$ cat config.mk
export PLATFORM = sky130hd
export DESIGN_NAME = rsp_s1_prep
export DESIGN_NICKNAME = d
export VERILOG_FILES = /design/src/rsp_pkg.sv /design/src/rsp_delay.sv /design/src/rsp_frame_tracker.sv /design/src/rsp_s1_prep_diff.sv /design/src/rsp_s1_prep.sv
export SDC_FILE = /design/constraint.sdc
export NUM_CORES = 1
export LEC_CHECK = 0
export BUFFER_PORTS_ARGS = -buffer_cell sky130_fd_sc_hd__buf_2
export CAP_MARGIN = 10
export CORE_MARGIN = 3
export CORE_UTILIZATION = 50
export DETAILED_ROUTE_END_ITERATION = 8
export GPL_ROUTABILITY_DRIVEN = 0
export PLACE_DENSITY = 0.68
export SETUP_SLACK_MARGIN = 0.5
export SYNTH_ARGS = -nofsm -noshare
export SYNTH_HDL_FRONTEND = slang
export SYNTH_HIERARCHICAL = 1
export SYNTH_SLANG_ARGS = --single-unit
$ cat constraint.sdc
create_clock -name clk -period 9.75 [get_ports clk]
set_input_delay 0.4875 -clock clk [delete_from_list [all_inputs] [get_ports clk]]
set_output_delay 0.4875 -clock clk [all_outputs]
set_load 0.02 [all_outputs]
$ cat src/rsp_pkg.sv
`default_nettype none

package rsp_pkg;

  ////////////////////
  // burst geometry
  ////////////////////

  // one sample lane, the wide mode pairs two of these
  localparam int SAMPLE_W = 16;
  localparam int BURST_LEN = 8;
  // 32-bit words per burst
  localparam int WORD_NUM = BURST_LEN / 2;

  // expected bursts per frame
  localparam int FRAME_BURSTS = 16;
  // burst counter, one spare bit so an overlong frame saturates above the target
  localparam int BCNT_W = $clog2(FRAME_BURSTS) + 1;

  // input to output latency of the filter
  localparam int PIPE_LAT = 3;

  ////////////////////
  // clamp limits
  ////////////////////

  // symmetric range, most negative code never produced
  localparam logic signed [SAMPLE_W-1:0] SAT16_POS = 16'sh7FFF;
  localparam logic signed [SAMPLE_W-1:0] SAT16_NEG = 16'sh8001;
  localparam logic signed [2*SAMPLE_W-1:0] SAT32_POS = 32'sh7FFF_FFFF;
  localparam logic signed [2*SAMPLE_W-1:0] SAT32_NEG = 32'sh8000_0001;

  // one 128-bit burst, two's complement lanes
  // lane 0 sits in the low bits
  // word m = {lane 2m+1, lane 2m}
  typedef union packed {
    logic [BURST_LEN-1:0][SAMPLE_W-1:0] lanes;
    logic [WORD_NUM-1:0][2*SAMPLE_W-1:0] words;
  } burst_t;

endpackage

`default_nettype wire

$ cat src/rsp_delay.sv
`default_nettype none

// strobe delay line, keeps control bits in step with the data pipe
module rsp_delay #(
  parameter int DEPTH = 1
) (
  input  wire logic clk,
  input  wire logic rst_n,
  input  wire logic i_din,
  output logic      o_dout
);

  // shift chain, bit 0 is the newest
  logic [DEPTH-1:0] sr;

  always_ff @(posedge clk or negedge rst_n) begin
    if (!rst_n) begin
      sr <= '0;
    end else begin
      sr[0] <= i_din;
      for (int k = 1; k < DEPTH; k++) begin
        sr[k] <= sr[k-1];
      end
    end
  end

  // oldest stage
  assign o_dout = sr[DEPTH-1];

endmodule

`default_nettype wire

$ cat src/rsp_frame_tracker.sv
`default_nettype none

module rsp_frame_tracker (
  input  wire logic clk,
  input  wire logic rst_n,
  input  wire logic i_valid,
  input  wire logic i_last,
  output logic      o_first,
  output logic      o_len_err
);

  import rsp_pkg::*;

  // high between the first burst of a frame and its last
  logic frame_open;
  // bursts seen so far in the open frame
  logic [BCNT_W-1:0] bcnt;
  // count including the burst on the input now
  logic [BCNT_W-1:0] bcnt_nxt;

  // closed frame means the next valid opens one
  assign o_first = ~frame_open;

  always_comb begin
    if (!frame_open) begin
      bcnt_nxt = BCNT_W'(1);
    end else if (bcnt == '1) begin
      // hold at full scale, still unequal to the target
      bcnt_nxt = bcnt;
    end else begin
      bcnt_nxt = bcnt + 1'b1;
    end
  end

  always_ff @(posedge clk or negedge rst_n) begin
    if (!rst_n) begin
      frame_open <= 1'b0;
      bcnt <= '0;
      o_len_err <= 1'b0;
    end else begin
      // single cycle pulse
      o_len_err <= 1'b0;
      if (i_valid) begin
        bcnt <= bcnt_nxt;
        frame_open <= ~i_last;
        if (i_last) begin
          o_len_err <= (bcnt_nxt != BCNT_W'(FRAME_BURSTS));
        end
      end
    end
  end

endmodule

`default_nettype wire

$ cat src/rsp_s1_prep_diff.sv
`default_nettype none

// three-stage first-difference filter over a burst of lanes
//   stage 1 capture, stage 2 subtract, stage 3 clamp
module rsp_s1_prep_diff (
  input  wire logic            clk,
  input  wire logic            rst_n,
  input  wire logic            i_valid,
  input  wire logic            i_first,
  input  wire logic            i_lag1,
  input  wire logic            i_wide,
  input  wire rsp_pkg::burst_t i_data,
  output rsp_pkg::burst_t      o_data
);

  import rsp_pkg::*;

  // stage 1 regs
  burst_t data_r;
  logic valid_r;
  logic first_r;
  logic lag1_r;
  logic wide_r;

  // last two lanes of the previous burst
  logic [SAMPLE_W-1:0] hist6;
  logic [SAMPLE_W-1:0] hist7;

  // sample stream seen by stage 1
  //   [0],[1] previous burst lanes 6,7
  //   [k+2] current lane k
  logic [SAMPLE_W-1:0] seq [BURST_LEN+2];
  // word before each word of the current burst
  logic [2*SAMPLE_W-1:0] prev_word [WORD_NUM];

  // stage 2 regs, one guard bit each
  logic signed [SAMPLE_W:0] d16 [BURST_LEN];
  logic signed [2*SAMPLE_W:0] d32 [WORD_NUM];
  logic valid_2;
  logic wide_2;

  // sign-extended subtract, 16-bit lanes
  function automatic logic [SAMPLE_W:0] sub16(input logic [SAMPLE_W-1:0] a,
                                              input logic [SAMPLE_W-1:0] b);
    return {a[SAMPLE_W-1], a} - {b[SAMPLE_W-1], b};
  endfunction

  // sign-extended subtract, 32-bit words
  function automatic logic [2*SAMPLE_W:0] sub32(input logic [2*SAMPLE_W-1:0] a,
                                                input logic [2*SAMPLE_W-1:0] b);
    return {a[2*SAMPLE_W-1], a} - {b[2*SAMPLE_W-1], b};
  endfunction

  // clamp 17 bits into the symmetric 16-bit range
  function automatic logic [SAMPLE_W-1:0] sat16(input logic signed [SAMPLE_W:0] d);
    if (d > SAT16_POS) begin
      return SAT16_POS;
    end else if (d < SAT16_NEG) begin
      return SAT16_NEG;
    end
    return d[SAMPLE_W-1:0];
  endfunction

  // clamp 33 bits into the symmetric 32-bit range
  function automatic logic [2*SAMPLE_W-1:0] sat32(input logic signed [2*SAMPLE_W:0] d);
    if (d > SAT32_POS) begin
      return SAT32_POS;
    end else if (d < SAT32_NEG) begin
      return SAT32_NEG;
    end
    return d[2*SAMPLE_W-1:0];
  endfunction

  ////////////////////
  // stage 1
  ////////////////////

  // burst payload, loaded only on a valid
  always_ff @(posedge clk) begin
    if (i_valid) begin
      data_r <= i_data;
    end
  end

  // modes ride along with the burst
  // so a mode change between frames never hits a burst in flight
  always_ff @(posedge clk or negedge rst_n) begin
    if (!rst_n) begin
      valid_r <= 1'b0;
      first_r <= 1'b0;
      lag1_r <= 1'b0;
      wide_r <= 1'b0;
    end else begin
      valid_r <= i_valid;
      if (i_valid) begin
        first_r <= i_first;
        lag1_r <= i_lag1;
        wide_r <= i_wide;
      end
    end
  end

  // history follows the burst leaving stage 1
  always_ff @(posedge clk or negedge rst_n) begin
    if (!rst_n) begin
      hist6 <= '0;
      hist7 <= '0;
    end else if (valid_r) begin
      hist6 <= data_r.lanes[BURST_LEN-2];
      hist7 <= data_r.lanes[BURST_LEN-1];
    end
  end

  // first burst of a frame sees zero history
  // masked at use, the stored history may still belong to a burst ahead of it
  always_comb begin
    seq[0] = first_r ? '0 : hist6;
    seq[1] = first_r ? '0 : hist7;
    for (int k = 0; k < BURST_LEN; k++) begin
      seq[k+2] = data_r.lanes[k];
    end
    prev_word[0] = {seq[1], seq[0]};
    for (int m = 1; m < WORD_NUM; m++) begin
      prev_word[m] = data_r.words[m-1];
    end
  end

  ////////////////////
  // stage 2
  ////////////////////

  always_ff @(posedge clk) begin
    if (valid_r) begin
      for (int k = 0; k < BURST_LEN; k++) begin
        // lag 1 vs lag 2 within the 16-bit stream
        if (lag1_r) begin
          d16[k] <= sub16(seq[k+2], seq[k+1]);
        end else begin
          d16[k] <= sub16(seq[k+2], seq[k]);
        end
      end
      for (int m = 0; m < WORD_NUM; m++) begin
        d32[m] <= sub32(data_r.words[m], prev_word[m]);
      end
    end
  end

  always_ff @(posedge clk or negedge rst_n) begin
    if (!rst_n) begin
      valid_2 <= 1'b0;
      wide_2 <= 1'b0;
    end else begin
      valid_2 <= valid_r;
      if (valid_r) begin
        wide_2 <= wide_r;
      end
    end
  end

  ////////////////////
  // stage 3
  ////////////////////

  // wide mode writes through the word view
  always_ff @(posedge clk or negedge rst_n) begin
    if (!rst_n) begin
      o_data <= '0;
    end else if (valid_2) begin
      if (wide_2) begin
        for (int m = 0; m < WORD_NUM; m++) begin
          o_data.words[m] <= sat32(d32[m]);
        end
      end else begin
        for (int k = 0; k < BURST_LEN; k++) begin
          o_data.lanes[k] <= sat16(d16[k]);
        end
      end
    end
  end

endmodule

`default_nettype wire

$ cat src/rsp_s1_prep.sv
`default_nettype none

module rsp_s1_prep (
  input  wire logic            clk,
  input  wire logic            rst_n,
  input  wire logic            i_valid,
  input  wire logic            i_last,
  input  wire logic            i_lag1,
  input  wire logic            i_wide,
  input  wire rsp_pkg::burst_t i_data,
  output logic                 o_valid,
  output logic                 o_last,
  output rsp_pkg::burst_t      o_data,
  output logic                 o_frame_err
);

  import rsp_pkg::*;

  // input cycle opens a frame
  logic first;
  // length check, one cycle after the input last
  logic len_err;

  rsp_frame_tracker u_tracker (
    .clk       (clk),
    .rst_n     (rst_n),
    .i_valid   (i_valid),
    .i_last    (i_last),
    .o_first   (first),
    .o_len_err (len_err)
  );

  rsp_s1_prep_diff u_diff (
    .clk     (clk),
    .rst_n   (rst_n),
    .i_valid (i_valid),
    .i_first (first),
    .i_lag1  (i_lag1),
    .i_wide  (i_wide),
    .i_data  (i_data),
    .o_data  (o_data)
  );

  // strobes matched to the filter latency
  rsp_delay #(.DEPTH(PIPE_LAT)) u_dly_valid (
    .clk    (clk),
    .rst_n  (rst_n),
    .i_din  (i_valid),
    .o_dout (o_valid)
  );

  rsp_delay #(.DEPTH(PIPE_LAT)) u_dly_last (
    .clk    (clk),
    .rst_n  (rst_n),
    .i_din  (i_last),
    .o_dout (o_last)
  );

  // tracker already spent one cycle
  rsp_delay #(.DEPTH(PIPE_LAT - 1)) u_dly_err (
    .clk    (clk),
    .rst_n  (rst_n),
    .i_din  (len_err),
    .o_dout (o_frame_err)
  );

endmodule

`default_nettype wire

==> metrics.yaml <==
switching_power_mw: 3.27
swShare_pct: 35.3
layout-drive-gt1-share_pct: 15.9
vias_per_cell: 5.99
drt_iter0_drc: 2746
clock_skew_ps: 30.4
synth-compound-area-share_pct: 17.0
power.density_nw_per_um2: 236
critPathCaptureType: "flop"
clock_power_share_pct: 27.1
hold_class: "primary input to flop"
synth-edff-count: 396
yosys.area_share.xor_xnor_pct: 5.00
post_cts_resized: 0
die_w_um: 270
cts_buffers: 66
cts_root_buf: "clkbuf_16"
relSlewSlack_pct: 17.3
syn_to_final_growth_pct: 12.8
fin_crit_ps: 5410
synth-adder-area-share_pct: 9.92
syn_inst: 3405
ff2ff_setup_slack_ps: 4340
syn_avg_cell_area_um2: 10.2
initial_core_util_pct: 50.6
io_buffers: 264
grt_busiest_layer: "met2"
worstMarginPinSlew_ps: 1240
synth-seq-cells: 577
die-area_um2: 72900
io_pins: 265
yosys_most_used_dff: "edfxtp_1"
grt_remaining_overflow: 0
ir_worst_vdd_mv: 0.202
clock_sinks: 577
antenna_found_initial: 1
ant_nets: 0
combPwrFrac_pct: 32.1
syn-cell-area_um2: 34800
met2_usage_pct: 42.5
first_pass_iters: 6
fmax_mhz: 185
yosysWarnings: 6
grt_pass1_wl_um: 156000
first_global_vias: 25900
post-cts-setup-buffers: 0
arrival_ps: 5860
hold_viol: 0
slew_viol_final: 0
critPathKind: "flop to flop"
cts_tree: "yes"
finalCritPeriodShare_pct: 55.5
cp-start-kind: "flop"
outcome: "completed"
drc_errors: 0
synthMuxAreaShare_pct: 5.78
syn_nets: 3808
dp_hpwl_um: 80500
drt_wl_total_um: 105000
use_met3_pct: 5.83
async_reset_ff_share_pct: 31.4
h-tree-depth: 3
routedWlPerCell_um: 22.7
clock_path_buffers: 3
cts_hold_buf: 2
synthSimpleGateAreaFrac_pct: 11.7
die_height_um: 270
final-setup-viol-count: 0
synth_top_family_by_area: "compound AO/OA/AOI/OAI gates"
clk_latency_ps: 620
gr-usage-met1_pct: 39.3
core_area_um2: 68800
path_clk_slew_ps: 60
rows: 96
whs_ps: 47.1
maxCapViolations: 0
grt_max_degree: 101
power.internal_mw: 5.99
vias: 27700
grt_use_total_pct: 28.0
p_seq_share_pct: 40.8
fin_nets: 4045
ys_seq_area_share_pct: 47.1
power.leakage_nw: 16.4
cp_max_fo: 100
rsz0062_at_grt: "no"
final.setup.tns_ps: 0
cp.required_ps: 10210
ys_types: 87
==> per-stage QoR <==
stage,instance area [um2],std cells,utilization [%],power (mW),worst slack [ps]
floorplan,34800,3405,-,5.71,2110
global placement,37100,4503,53.9,6.69,4520
detailed placement,37100,4503,53.9,6.73,4430
CTS,39300,4625,57.1,9.27,4390
global route,39300,4625,57.1,9.73,3950
finish,39300,4626,57.1,9.25,4340
==> cell type report <==
type	count	area [um2]
antenna	1	2.50
clock buffer	93	1950
clock inverter	27	243
fill	5929	29500
inverter	207	777
multi-input combinational	2508	17200
sequential	577	16400
tap	931	1160
timing repair buffer	282	1480
==> final timing paths <==
kind | cells past startpoint | startpoint | endpoint
min | 1 | i_data[37] | u_diff/data_r[37]$_DFFE_PP_
max reg2reg | 17 | u_diff/valid_r$_DFF_PN0_ | u_diff/d16[0][65]$_DFFE_PP_
max | 17 | u_diff/valid_r$_DFF_PN0_ | u_diff/d16[0][65]$_DFFE_PP_
min reg2reg | 0 | u_dly_valid/sr[1]$_DFF_PN0_ | u_dly_valid/sr[2]$_DFF_PN0_
min in group asynchronous | 2 | rst_n | u_diff/o_data[46]$_DFFE_PN0P_
max in group asynchronous | 3 | rst_n | u_diff/valid_2$_DFF_PN0_
==> flip-flops by register name, indices dropped and copies added (netlist names), 2 cells and up <==
signal          count
u_diff/d16        136
u_diff/d32        132
u_diff/data_r     128
u_diff/o_data     128
u_diff/hist6       16
u_diff/hist7       16
u_tracker/bcnt      5
u_dly_last/sr       3
u_dly_valid/sr      3
u_dly_err/sr        2
==> placed cells by master (no fill, tap or decap), drive strengths merged, types with 8 or more instances in the layout <==
cell type and n:
nor4 66, fa 12, nand3 55, xnor2 133
mux2i 21, o21ai 133, nand2 271, and3 20
a21boi 16, a31oi 37, o211ai 16, o2111ai 9
clkbuf 94, inv 211, and2 13, nor3 49
o31ai 9, nor2b 48, a21o 67, nand4 30
xor2 66, mux2 160, clkinv 16, a41oi 8
nand2b 32, nor2 262, o21a 43, buf 279
a21oi 537, ha 257, dfrtp 181, o21bai 21
a211oi 16, edfxtp 396
==> critical path, stage by stage, from the launching register on <==
cell and delay [ps]:
dfrtp_4 730, nor2b_4 230, buf_4 710, buf_4 880, nand2_1 110, o21ai_0 110
ha_1 170, inv_1 60, fa_1 400, a21o_1 200, a21oi_1 210, nor2b_1 80
o21a_1 190, o41a_1 380, a211o_1 290, o2111ai_1 130, a21oi_1 120, a31oi_1 170
==> layer usage <==
metal / wire length (um) / vias to the layer above
met1: 44700 / 13200
met3: 10400 / 252
met4: 4930 / 2
met5: 13 / -
li1: - / 13000
met2: 45200 / 1355
==> kinds of logic after synthesis <==
| family | Yosys count |
|---|---|
| flops | 577 |
| mux | 181 |
| xor+xnor | 199 |
| compound gates | 984 |
| simple gates | 875 |
| fa+ha+maj | 269 |
| buf+inv | 320 |
==> Yosys cell counts, drive strengths merged (55+ instances only) <==
library cell | instances | area (um2)
edfxtp | 396 | 11900
a21oi | 537 | 2710
dfrtp | 181 | 4530
nor2 | 262 | 983
nand3 | 55 | 275
xor2 | 66 | 578
clkbuf | 101 | 379
inv | 207 | 777
nor4 | 66 | 425
xnor2 | 133 | 1160
o21ai | 133 | 677
mux2 | 160 | 1800
nand2 | 271 | 1020
a21o | 67 | 503
ha | 257 | 3220
==> power by group through the flow <==
stage	clock (mW)	sequential, mW	combinational (mW)
detailed placement	0	3.80	2.94
CTS	2.56	3.76	2.95
global placement	0	3.80	2.89
global route	2.66	3.82	3.25
floorplan	0	3.85	1.86
finish	2.51	3.77	2.97
No activity file was read; power rests on OpenSTA's default activity.
